===== config.mk =====
export PLATFORM = sky130hd
export DESIGN_NAME = frame_renderer
export DESIGN_NICKNAME = d
export VERILOG_FILES = /design/src/hdl/frame_pkg.sv /design/src/hdl/frame_renderer.sv /design/src/hdl/sprite_masks.sv /design/src/hdl/pixel_scan.sv /design/src/hdl/object_table.sv /design/src/hdl/frame_sequencer.sv
export VERILOG_INCLUDE_DIRS = /design/src /design/src/hdl
export SDC_FILE = /design/constraint.sdc
export NUM_CORES = 1
export LEC_CHECK = 0
export ABC_AREA = 1
export BUFFER_PORTS_ARGS = -buffer_cell sky130_fd_sc_hd__buf_4
export CAP_MARGIN = 25
export CORE_AREA = 2 2 152 154
export DETAILED_ROUTE_END_ITERATION = 10
export DIE_AREA = 0 0 154 156
export PLACE_DENSITY = 0.92
export SYNTH_ARGS = -nofsm -noshare
export SYNTH_HDL_FRONTEND = slang
export SYNTH_SLANG_ARGS = --single-unit

===== constraint.sdc =====
create_clock -name clk -period 14.5 [get_ports clk]
set_clock_uncertainty 0.1 [all_clocks]
set_input_delay 2.175 -clock clk [delete_from_list [all_inputs] [get_ports clk]]
set_output_delay 2.175 -clock clk [all_outputs]
set_load 0.005 [all_outputs]

===== src/hdl/frame_params.svh =====
`ifndef FRAME_PARAMS_SVH
`define FRAME_PARAMS_SVH

// Frame buffer geometry
`define SCREEN_W 160
`define SCREEN_H 120

// Sprite cell edge and the shift from object centre to cell corner
`define SPRITE_SIZE 5
`define SPRITE_OFFSET 2

// Asteroid slots and bullet slots
`define NUM_SLOTS 8

// Ship cell corner at screen centre
`define SHIP_X 79
`define SHIP_Y 59

`define COLOUR_FG 7 // White
`define COLOUR_BG 0 // Black

`endif

===== src/hdl/frame_pkg.sv =====
package frame_pkg;

	typedef logic [7:0] coord_x_t; // Screen column
	typedef logic [6:0] coord_y_t; // Screen row
	typedef logic [2:0] colour_t; // One bit per RGB channel

	// Ship heading as direction bits
	typedef logic [3:0] heading_t;

	typedef logic [2:0] slot_t;
	typedef logic [2:0] cell_t; // Position inside a 5x5 cell

	// Drawing passes, in frame order
	typedef enum logic [2:0] {
		PASS_IDLE,
		PASS_ERASE,
		PASS_SHIP,
		PASS_ASTEROID,
		PASS_BULLET
	} pass_t;

endpackage


===== src/hdl/frame_renderer.sv =====
`timescale 1ns/10ps
`include "frame_params.svh"

module frame_renderer (
	input  logic clk,
	input  logic resetn,
	input  logic frame_start,
	input  frame_pkg::heading_t ship_heading,
	input  frame_pkg::coord_x_t [`NUM_SLOTS-1:0] asteroid_x,
	input  frame_pkg::coord_y_t [`NUM_SLOTS-1:0] asteroid_y,
	input  logic [`NUM_SLOTS-1:0] asteroid_en,
	input  frame_pkg::coord_x_t [`NUM_SLOTS-1:0] bullet_x,
	input  frame_pkg::coord_y_t [`NUM_SLOTS-1:0] bullet_y,
	input  logic [`NUM_SLOTS-1:0] bullet_en,
	output logic plot,
	output frame_pkg::coord_x_t pix_x,
	output frame_pkg::coord_y_t pix_y,
	output frame_pkg::colour_t pix_colour,
	output logic busy,
	output logic frame_done
);

	frame_pkg::pass_t pass;
	frame_pkg::heading_t heading;
	frame_pkg::coord_x_t origin_x;
	frame_pkg::coord_y_t origin_y;
	frame_pkg::cell_t cell_col, cell_row;
	logic capture, scan_run, next_slot;
	logic cell_last, slot_en, slot_last;

	frame_sequencer u_seq (
		.clk(clk),
		.resetn(resetn),
		.frame_start(frame_start),
		.cell_last(cell_last),
		.slot_en(slot_en),
		.slot_last(slot_last),
		.pass(pass),
		.capture(capture),
		.scan_run(scan_run),
		.next_slot(next_slot),
		.plot(plot),
		.busy(busy),
		.frame_done(frame_done)
	);

	object_table u_objects (
		.clk(clk),
		.resetn(resetn),
		.capture(capture),
		.next_slot(next_slot),
		.pass(pass),
		.ship_heading(ship_heading),
		.asteroid_x(asteroid_x),
		.asteroid_y(asteroid_y),
		.asteroid_en(asteroid_en),
		.bullet_x(bullet_x),
		.bullet_y(bullet_y),
		.bullet_en(bullet_en),
		.heading(heading),
		.origin_x(origin_x),
		.origin_y(origin_y),
		.slot_en(slot_en),
		.slot_last(slot_last)
	);

	pixel_scan u_scan (
		.clk(clk),
		.resetn(resetn),
		.scan_run(scan_run),
		.pass(pass),
		.origin_x(origin_x),
		.origin_y(origin_y),
		.cell_col(cell_col),
		.cell_row(cell_row),
		.pix_x(pix_x),
		.pix_y(pix_y),
		.cell_last(cell_last)
	);

	sprite_masks u_masks (
		.pass(pass),
		.heading(heading),
		.cell_col(cell_col),
		.cell_row(cell_row),
		.pix_colour(pix_colour)
	);

endmodule


===== src/hdl/sprite_masks.sv =====
`timescale 1ns/10ps
`include "frame_params.svh"

module sprite_masks (
	input  frame_pkg::pass_t pass,
	input  frame_pkg::heading_t heading,
	input  frame_pkg::cell_t cell_col,
	input  frame_pkg::cell_t cell_row,
	output frame_pkg::colour_t pix_colour
);

	logic [8:0] ship_mask; // Rows 1..3, columns 1..3, MSB first
	logic [2:0] ship_row;
	logic [4:0] rock_row;
	logic ship_on, rock_on, fg;

	always_comb begin
		case (heading)
			4'b0001: ship_mask = 9'b010_111_101; // Up
			4'b0101: ship_mask = 9'b111_011_001;
			4'b0100: ship_mask = 9'b110_011_110; // Right
			4'b0110: ship_mask = 9'b001_011_111;
			4'b0010: ship_mask = 9'b101_111_010; // Down
			4'b1010: ship_mask = 9'b100_110_111;
			4'b1000: ship_mask = 9'b011_110_011; // Left
			4'b1001: ship_mask = 9'b111_110_100;
			default: ship_mask = '0;
		endcase
	end

	assign ship_row = (cell_row == 3'd1) ? ship_mask[8:6] :
			  (cell_row == 3'd2) ? ship_mask[5:3] : ship_mask[2:0];

	// Outer ring of the ship cell stays background
	assign ship_on = (cell_row inside {[3'd1:3'd3]}) && (cell_col inside {[3'd1:3'd3]}) &&
			 ship_row[2'd3 - cell_col[1:0]];

	// Diamond
	always_comb begin
		case (cell_row)
			3'd0, 3'd4: rock_row = 5'b00100;
			3'd1, 3'd3: rock_row = 5'b01110;
			3'd2: rock_row = 5'b11011;
			default: rock_row = '0;
		endcase
	end

	assign rock_on = (cell_col <= 3'd4) && rock_row[3'd4 - cell_col];

	always_comb begin
		case (pass)
			frame_pkg::PASS_SHIP: fg = ship_on;
			frame_pkg::PASS_ASTEROID: fg = rock_on;
			frame_pkg::PASS_BULLET: fg = 1'b1;
			default: fg = 1'b0; // Erase and idle
		endcase
	end

	assign pix_colour = fg ? frame_pkg::colour_t'(`COLOUR_FG) : frame_pkg::colour_t'(`COLOUR_BG);

endmodule


===== src/hdl/pixel_scan.sv =====
`timescale 1ns/10ps
`include "frame_params.svh"

module pixel_scan (
	input  logic clk,
	input  logic resetn,
	input  logic scan_run,
	input  frame_pkg::pass_t pass,
	input  frame_pkg::coord_x_t origin_x,
	input  frame_pkg::coord_y_t origin_y,
	output frame_pkg::cell_t cell_col,
	output frame_pkg::cell_t cell_row,
	output frame_pkg::coord_x_t pix_x,
	output frame_pkg::coord_y_t pix_y,
	output logic cell_last
);

	frame_pkg::coord_x_t x_cnt, x_last;
	frame_pkg::coord_y_t y_cnt, y_last;

	// Region size per pass
	always_comb begin
		case (pass)
			frame_pkg::PASS_ERASE: begin
				x_last = frame_pkg::coord_x_t'(`SCREEN_W - 1);
				y_last = frame_pkg::coord_y_t'(`SCREEN_H - 1);
			end
			frame_pkg::PASS_SHIP, frame_pkg::PASS_ASTEROID: begin
				x_last = frame_pkg::coord_x_t'(`SPRITE_SIZE - 1);
				y_last = frame_pkg::coord_y_t'(`SPRITE_SIZE - 1);
			end
			default: begin
				x_last = '0; // Single pixel
				y_last = '0;
			end
		endcase
	end

	assign cell_last = (x_cnt == x_last) && (y_cnt == y_last);

	always_ff @(posedge clk) begin
		if (!resetn) begin
			x_cnt <= '0;
			y_cnt <= '0;
		end else if (!scan_run) begin
			x_cnt <= '0;
			y_cnt <= '0;
		end else if (x_cnt == x_last) begin
			x_cnt <= '0;
			y_cnt <= (y_cnt == y_last) ? '0 : y_cnt + 1'b1; // Back to 0 for next region
		end else begin
			x_cnt <= x_cnt + 1'b1;
		end
	end

	assign cell_col = x_cnt[2:0];
	assign cell_row = y_cnt[2:0];

	assign pix_x = origin_x + x_cnt; // Wraps at 8 bits
	assign pix_y = origin_y + y_cnt; // Wraps at 7 bits

endmodule


===== src/hdl/object_table.sv =====
`timescale 1ns/10ps
`include "frame_params.svh"

module object_table (
	input  logic clk,
	input  logic resetn,
	input  logic capture,
	input  logic next_slot,
	input  frame_pkg::pass_t pass,
	input  frame_pkg::heading_t ship_heading,
	input  frame_pkg::coord_x_t [`NUM_SLOTS-1:0] asteroid_x,
	input  frame_pkg::coord_y_t [`NUM_SLOTS-1:0] asteroid_y,
	input  logic [`NUM_SLOTS-1:0] asteroid_en,
	input  frame_pkg::coord_x_t [`NUM_SLOTS-1:0] bullet_x,
	input  frame_pkg::coord_y_t [`NUM_SLOTS-1:0] bullet_y,
	input  logic [`NUM_SLOTS-1:0] bullet_en,
	output frame_pkg::heading_t heading,
	output frame_pkg::coord_x_t origin_x,
	output frame_pkg::coord_y_t origin_y,
	output logic slot_en,
	output logic slot_last
);

	frame_pkg::coord_x_t [`NUM_SLOTS-1:0] ast_x, bul_x;
	frame_pkg::coord_y_t [`NUM_SLOTS-1:0] ast_y, bul_y;
	logic [`NUM_SLOTS-1:0] ast_en, bul_en;
	frame_pkg::slot_t slot;

	// Object snapshot
	always_ff @(posedge clk) begin
		if (capture) begin
			ast_x <= asteroid_x;
			ast_y <= asteroid_y;
			bul_x <= bullet_x;
			bul_y <= bullet_y;
			heading <= ship_heading;
		end
	end

	always_ff @(posedge clk) begin
		if (!resetn) begin
			ast_en <= '0;
			bul_en <= '0;
			slot <= '0;
		end else if (capture) begin
			ast_en <= asteroid_en;
			bul_en <= bullet_en;
			slot <= '0;
		end else if (next_slot) begin
			slot <= slot + 1'b1; // Wraps to 0 for the bullet pass
		end
	end

	assign slot_last = (slot == frame_pkg::slot_t'(`NUM_SLOTS - 1));

	always_comb begin
		origin_x = '0;
		origin_y = '0;
		slot_en = 1'b0;
		case (pass)
			frame_pkg::PASS_SHIP: begin
				origin_x = frame_pkg::coord_x_t'(`SHIP_X);
				origin_y = frame_pkg::coord_y_t'(`SHIP_Y);
				slot_en = 1'b1; // Ship always drawn
			end
			frame_pkg::PASS_ASTEROID: begin
				origin_x = ast_x[slot] - frame_pkg::coord_x_t'(`SPRITE_OFFSET);
				origin_y = ast_y[slot] - frame_pkg::coord_y_t'(`SPRITE_OFFSET);
				slot_en = ast_en[slot];
			end
			frame_pkg::PASS_BULLET: begin
				origin_x = bul_x[slot];
				origin_y = bul_y[slot];
				slot_en = bul_en[slot];
			end
			default: ;
		endcase
	end

endmodule


===== src/hdl/frame_sequencer.sv =====
`timescale 1ns/10ps

module frame_sequencer (
	input  logic clk,
	input  logic resetn,
	input  logic frame_start,
	input  logic cell_last,
	input  logic slot_en,
	input  logic slot_last,
	output frame_pkg::pass_t pass,
	output logic capture,
	output logic scan_run,
	output logic next_slot,
	output logic plot,
	output logic busy,
	output logic frame_done
);

	logic slot_pass;
	logic slot_done;

	assign slot_pass = (pass == frame_pkg::PASS_ASTEROID) || (pass == frame_pkg::PASS_BULLET);

	// A disabled slot is skipped in a single cycle
	assign slot_done = !slot_en || cell_last;

	assign capture = (pass == frame_pkg::PASS_IDLE) && frame_start;
	assign busy = (pass != frame_pkg::PASS_IDLE);

	// slot_en is forced high in the ship pass by the object table
	assign scan_run = (pass == frame_pkg::PASS_ERASE) || slot_en;
	assign plot = scan_run;

	assign next_slot = slot_pass && slot_done;

	always_ff @(posedge clk) begin
		if (!resetn) begin
			pass <= frame_pkg::PASS_IDLE;
			frame_done <= 1'b0;
		end else begin
			frame_done <= 1'b0;
			case (pass)
				frame_pkg::PASS_IDLE: begin
					if (frame_start)
						pass <= frame_pkg::PASS_ERASE;
				end
				frame_pkg::PASS_ERASE: begin
					if (cell_last)
						pass <= frame_pkg::PASS_SHIP;
				end
				frame_pkg::PASS_SHIP: begin
					if (cell_last)
						pass <= frame_pkg::PASS_ASTEROID;
				end
				frame_pkg::PASS_ASTEROID: begin
					if (slot_done && slot_last)
						pass <= frame_pkg::PASS_BULLET;
				end
				frame_pkg::PASS_BULLET: begin
					if (slot_done && slot_last) begin
						pass <= frame_pkg::PASS_IDLE;
						frame_done <= 1'b1; // Same cycle busy drops
					end
				end
				default: pass <= frame_pkg::PASS_IDLE;
			endcase
		end
	end

endmodule


==> results of run 1 <==
## worst max-delay path, cell delays in order (launching register included)
cell	delay, ns
dfxtp_4	0.55
inv_4	0.39
buf_4	0.75
o21ai_0	0.18
o21ai_0	0.19
nand2_1	0.07
nand2_1	0.16
inv_1	0.06
ha_1	0.21
nand2_1	0.10
nor2_2	0.07
or2_2	0.27
nand3_1	0.09
nand2_1	0.07
ha_1	0.33
nand2_1	0.10
a21oi_1	0.06
a211oi_1	0.27
nand3_1	0.12
nand2_1	0.11
inv_1	0.04
nand2_1	0.05
nand2_1	0.05
inv_1	0.13
buf_4	0.14
## state kept, by name (all words and copies together), names as in the netlist
| signal | flops |
|---|---|
| u_objects.heading | 4 |
| u_objects.ast_en | 8 |
| u_objects.bul_en | 8 |
| u_masks.ship_mask | 9 |
| u_objects.bul_x | 64 |
| u_scan.x_cnt | 8 |
| u_objects.slot | 3 |
| u_objects.ast_y | 56 |
| u_objects.ast_x | 64 |
| u_seq.frame_done | 1 |
| u_objects.bul_y | 56 |
| u_seq.pass | 3 |
| u_scan.y_cnt | 7 |
## power by group
part	switching (uW)	internal, uW	total [uW]
Clock	304	424	728
Combinational	444	232	676
Sequential	71.2	1120	1190
## cells in the mapped netlist, drive strengths merged
| cell | instances |
|---|---|
| fa | 2 |
| a21oi | 41 |
| a32o | 1 |
| buf | 43 |
| o221ai | 20 |
| nand3 | 81 |
| dfxtp | 47 |
| o41ai | 1 |
| o21ai | 131 |
| o21bai | 1 |
| xor2 | 12 |
| edfxtp | 244 |
| o32ai | 1 |
| or2 | 2 |
| inv | 90 |
| nand2 | 245 |
| o311ai | 2 |
| o2111ai | 1 |
| a211oi | 4 |
| xnor2 | 6 |
| clkbuf | 18 |
| o22ai | 14 |
| ha | 29 |
| nor2 | 170 |
| nand3b | 1 |
| a31oi | 1 |
| nor3 | 9 |
| nand4 | 4 |
| and2 | 1 |
| o211ai | 13 |
## metrics by stage
step	utilization (%)	worst slack [ns]	total power (uW)	hold WS, ns	std cells
after floorplan	-	4.52	1670	0.329	1235
after global placement	67.8	7.91	1820	0.347	1751
after detailed placement	67.9	7.71	1860	0.352	1752
after CTS	72.0	7.08	2590	0.362	1802
after global routing	72.1	6.57	2720	0.380	1803
final	72.1	7.04	2590	0.362	1803
## cell type report
cell class / instances / area [um2] / area share [%]
sequential: 291 / 8270 / 51.3
multi-input combinational: 793 / 4000 / 24.8
timing repair buffer: 294 / 2250 / 13.9
clock buffer: 34 / 723 / 4.48
tap: 285 / 357 / 2.21
inverter: 90 / 348 / 2.16
clock inverter: 16 / 183 / 1.13
## worst max-delay path by stage
stage / start / endpoint / slack (ns)
6_report: u_objects.slot[0]$_SDFFE_PP0P_ / pix_x[7] / 7.04
5_1_grt: u_objects.slot[0]$_SDFFE_PP0P_ / pix_y[6] / 6.57
4_1_cts: u_objects.slot[0]$_SDFFE_PP0P_ / pix_x[7] / 7.08
3_5_place_dp: u_objects.slot[0]$_SDFFE_PP0P_ / pix_x[7] / 7.71
3_3_place_gp: u_objects.slot[0]$_SDFFE_PP0P_ / pix_x[7] / 7.91
2_1_floorplan: frame_start / u_objects.ast_x[0]$_DFFE_PP_ / 4.52
## placed cells by master, fill, tap and decap left out, drive strengths merged
| cell type | netlist | routed |
|---|---|---|
| a211oi | 4 | 4 |
| a21oi | 41 | 41 |
| a31oi | 1 | 1 |
| a32o | 1 | 1 |
| and2 | 1 | 1 |
| buf | 43 | 294 |
| bufinv | 0 | 4 |
| clkbuf | 18 | 34 |
| clkinv | 0 | 12 |
| dfxtp | 47 | 47 |
| edfxtp | 244 | 244 |
| fa | 2 | 2 |
| ha | 29 | 29 |
| inv | 90 | 90 |
| nand2 | 245 | 245 |
| nand3 | 81 | 81 |
| nand3b | 1 | 1 |
| nand4 | 4 | 4 |
| nor2 | 170 | 170 |
| nor3 | 9 | 9 |
| o2111ai | 1 | 1 |
| o211ai | 13 | 13 |
| o21ai | 131 | 131 |
| o21bai | 1 | 1 |
| o221ai | 20 | 20 |
| o22ai | 14 | 14 |
| o311ai | 2 | 2 |
| o32ai | 1 | 1 |
| o41ai | 1 | 1 |
| or2 | 2 | 2 |
| xnor2 | 6 | 6 |
| xor2 | 12 | 12 |
## logic make-up after synthesis
kind of cell | synth area share, %
buffers and inverters | 5.35
AO/OA/AOI/OAI | 10.3
AND/OR/NAND/NOR | 16.2
flip-flops | 63.8
XOR/XNOR | 1.22
adder cells (fa/ha/maj) | 3.11
## routing by layer
| metal | wire, um | global-route usage (%) |
|---|---|---|
| met2 | 18000 | 50.2 |
| met5 | 0 | 0 |
| met1 | 12600 | 35.5 |
| met3 | 2880 | 4.50 |
| met4 | 2030 | 16.5 |
==> flow_summary.ini, run 1 <==
[logic_synthesis]
netlist_instances = 1235
ys_seq_area_share_pct = 63.8
ys_warn_count = 0
netlist_area_mm2 = 0.0130
synth_area_leaders = edfxtp_1 57%, dfxtp_1 7.3%, nand2_1 6.9%
synth.net_count = 1529
synth_cell_types = 42
yosys.area.top_type_share_pct = 56.5
ys_ff_latch = 291
synth.largest_area_cell = edfxtp_1
syn_avg_cell_area_um2 = 10.5

[timing]
finalCritPeriodShare_pct = 51.4
fmax_ghz = 0.134
slew_violations = 0
setup_viol = 0
rsz0062_at_grt = false
min_period_ns = 7.46
worst_pin_slew_ns = 0.924
finalHoldViolCount = 0
setup_tns_ns = 0
relSlewSlack_pct = 38.4

[global_routing]
grt_pass1_vias = 10400
grt.total_usage_pct = 29.2
grt-ovfl-total = 0
grt_max_degree = 101
grt_pass1_wl_um = 54300
antenna_found_initial = 0

[setup_path]
cp-end-kind = output port
rrSetupSlack_ns = 11.30
startpoint_type = flop
worstReg2RegEnd = u_objects.bul_x[31]$_DFFE_PP_
r2r_start = u_seq.pass[0]$_SDFFE_PN0P_
crit_type = flop to output port
arrival_ns = 5.18
cp.required_ns = 12.23
ff2ff_path_depth = 4
cp_max_fo = 92

[cts]
root_buffer = clkbuf_16
hold_buffers = 0
clock_path_buffers = 3
cts_tree = yes
ctsResizeCount = 0
clkLatencyLatePin_ns = 0.54
cts.clk_slew.worst_paths_ns = 0.06
cts.htree.levels = 1
postCtsSetupRepairBufs = 0
cts_buffers = 28
cts_num_sinks = 291

[die]
fp.dieH_um = 156
die_w_um = 154
coreArea_mm2 = 0.0224
std_cell_rows = 55
ios = 284
initial_core_util_pct = 57.9
die_area_mm2 = 0.0240

[cells_and_area]
final_cell_area_mm2 = 0.0161
layout.nets = 1792
antenna_cells = 0
fill_cells = 1439
drive_above_1_share_pct = 23.5
synthToLayoutAreaGrowth_pct = 24.5

[detailed_routing]
viasPerCell = 5.80
ant_nets = 0
detail_route.first_pass.iterations = 6
drc = 0
drt-initial-drc-count = 1210
drt-total-wl_um = 35500
via_count = 10500
wl_per_cell_um = 19.7

[min_path]
whs_endpoint = u_objects.bul_en[3]$_SDFFE_PN0P_
hold_depth = 2
hold_class = flop to flop
hp-start = u_objects.bul_en[3]$_SDFFE_PN0P_

[power]
worst_ir_drop_vdd_mv = 0.118
p_per_area_mw_per_mm2 = 161
leakagePower_uw = 0.00672

[outcome]
status = finished clean

[place]
dp_hpwl_um = 24400
gp_congestion = 0.960
portBuffers = 283
postPlaceCellArea_mm2 = 0.0152

[run]
cap_violations = 0
No activity file was read; power rests on OpenSTA's default activity.
==> run 2: changes to the inputs <==
- CORE_AREA: 2 2 152 154 -> 2 2 157 159
- DIE_AREA: 0 0 154 156 -> 0 0 159 161
- PLACE_DENSITY: 0.92 -> 0.88
- clock period: 14.5 -> 7.2 ns (I/O delays scaled with it)
==> flow_summary.ini, run 2 (synthesis results as in run 1) <==
[min_path]
hold_class = flop to flop

[global_routing]
grt_pass1_vias = 10200
grt.total_usage_pct = 26.3
grt-ovfl-total = 0
grt_pass1_wl_um = 52800
antenna_found_initial = 0
grt_max_degree = 157

[detailed_routing]
ant_nets = 0
via_count = 10300
detail_route.first_pass.iterations = 5
drt-initial-drc-count = 1095
drc = 0
viasPerCell = 5.56
drt-total-wl_um = 34600
wl_per_cell_um = 18.7

[cts]
cts.htree.levels = 1
cts_num_sinks = 291
cts.clk_slew.worst_paths_ns = 0.06
postCtsSetupRepairBufs = 0
cts_buffers = 30
ctsResizeCount = 0
clock_path_buffers = 3
clkLatencyLatePin_ns = 0.54
hold_buffers = 0
root_buffer = clkbuf_16
cts_tree = yes

[timing]
setup_viol = 0
rsz0062_at_grt = false
finalCritPeriodShare_pct = 85.5
slew_violations = 0
relSlewSlack_pct = 41.3
worst_pin_slew_ns = 0.881
min_period_ns = 6.16
setup_tns_ns = 0
fmax_ghz = 0.162
setup_ws_ns = 1.04
finalHoldViolCount = 0

[power]
intPower_uw = 3540
switching_share_pct = 31.8
comb_power_share_pct = 25.5
leakagePower_uw = 0.00671
clockPowerShare_pct = 28.4
worst_ir_drop_vdd_mv = 0.235
p_per_area_mw_per_mm2 = 321
p_seq_share_pct = 46.1
switchingPower_uw = 1650

[die]
die_w_um = 159
std_cell_rows = 57
coreArea_mm2 = 0.0240
initial_core_util_pct = 54.1
ios = 284
die_area_mm2 = 0.0256
fp.dieH_um = 161

[setup_path]
arrival_ns = 4.98
crit_type = flop to output port
cp_max_fo = 69
startpoint_type = flop
max_stage_delay_ns = 0.84
crit_buf_inv = 5
critPathSlowestCell = dfxtp_4
path_delay_family = simple AND/OR/NAND/NOR gates
cp.required_ns = 6.02
cpMostUsedCell = nand2_1
cp-end-kind = output port

[cells_and_area]
ff_latch_area_mm2 = 0.00827
synthToLayoutAreaGrowth_pct = 24.8
antenna_cells = 0
top_regs = u_objects.ast_x x64, u_objects.bul_x x64
layout.nets = 1792
final_cell_mix = 291 x buf_4, 244 x edfxtp_1, 238 x nand2_1
multi_input_area_mm2 = 0.00400
final_common_cell = buf_4
fill_cells = 1748
drive_above_1_share_pct = 23.7

[outcome]
status = finished clean

[place]
gp_congestion = 0.919
portBuffers = 283
dp_slack_ns = 1.72
dp_hpwl_um = 24100

[run]
cap_violations = 0
[run 2: cell types whose count changed in the layout (fill, tap and decap cells not counted), moves of 2 or more]
cell / previous run / this run
clkinv_2: 4 / 6
clkinvlp_4: 0 / 2
buf_16: 2 / 0
clkbuf_16: 28 / 30
bufinv_16: 4 / 2
[run 2: power by group through the flow]
stage                     clock network (uW)  registers, uW  logic (uW)
after floorplan                            0           2410         877
after detailed placement                   0           2420        1310
after global placement                     0           2410        1270
final                                   1480           2390        1330
after CTS                               1480           2390        1320
after global routing                    1560           2420        1460
[run 2: final cells by class]
cell class	instances	share of cell area, %
Clock inverter	18	1.03
Tap cell	324	2.51
Clock buffer	36	4.78
Sequential cell	291	51.2
Inverter	90	2.15
Timing Repair Buffer	292	13.6
Multi-Input combinational cell	793	24.7
[run 2: per-stage QoR]
stage	std cells	cell area (um2)	total power, uW	utilization, %	hold slack (ns)
6_report	1844	16200	5190	67.5	0.367
5_1_grt	1844	16200	5450	67.5	0.384
4_1_cts	1844	16200	5190	67.5	0.363
3_5_place_dp	1790	15200	3730	63.6	0.355
3_3_place_gp	1790	15200	3680	63.6	0.350
2_1_floorplan	1235	13000	3290	-	0.329
[run 2: per-layer routing]
metal	GRT usage (%)	wire length [um]	up-vias
li1	-	-	4812
met3	4.13	2430	120
met1	32.1	13100	4824
met5	0	0	-
met4	12.6	1800	0
met2	45.9	17200	504
[run 2: final timing paths]
check | start | endpoint | slack, ns | cells after the start
max | u_objects.slot[0]$_SDFFE_PP0P_ | pix_x[7] | 1.04 | 25
min | u_objects.bul_en[3]$_SDFFE_PN0P_ | u_objects.bul_en[3]$_SDFFE_PN0P_ | 0.37 | 2
max reg2reg | u_objects.slot[0]$_SDFFE_PP0P_ | u_scan.x_cnt[7]$_SDFF_PP0_ | 4.10 | 9
min reg2reg | u_objects.bul_en[3]$_SDFFE_PN0P_ | u_objects.bul_en[3]$_SDFFE_PN0P_ | 0.37 | 2
[run 2: worst min-delay path: stages (launching register included)]
cell	delay (ns)
dfxtp_1	0.29
inv_1	0.07
a21oi_1	0.06
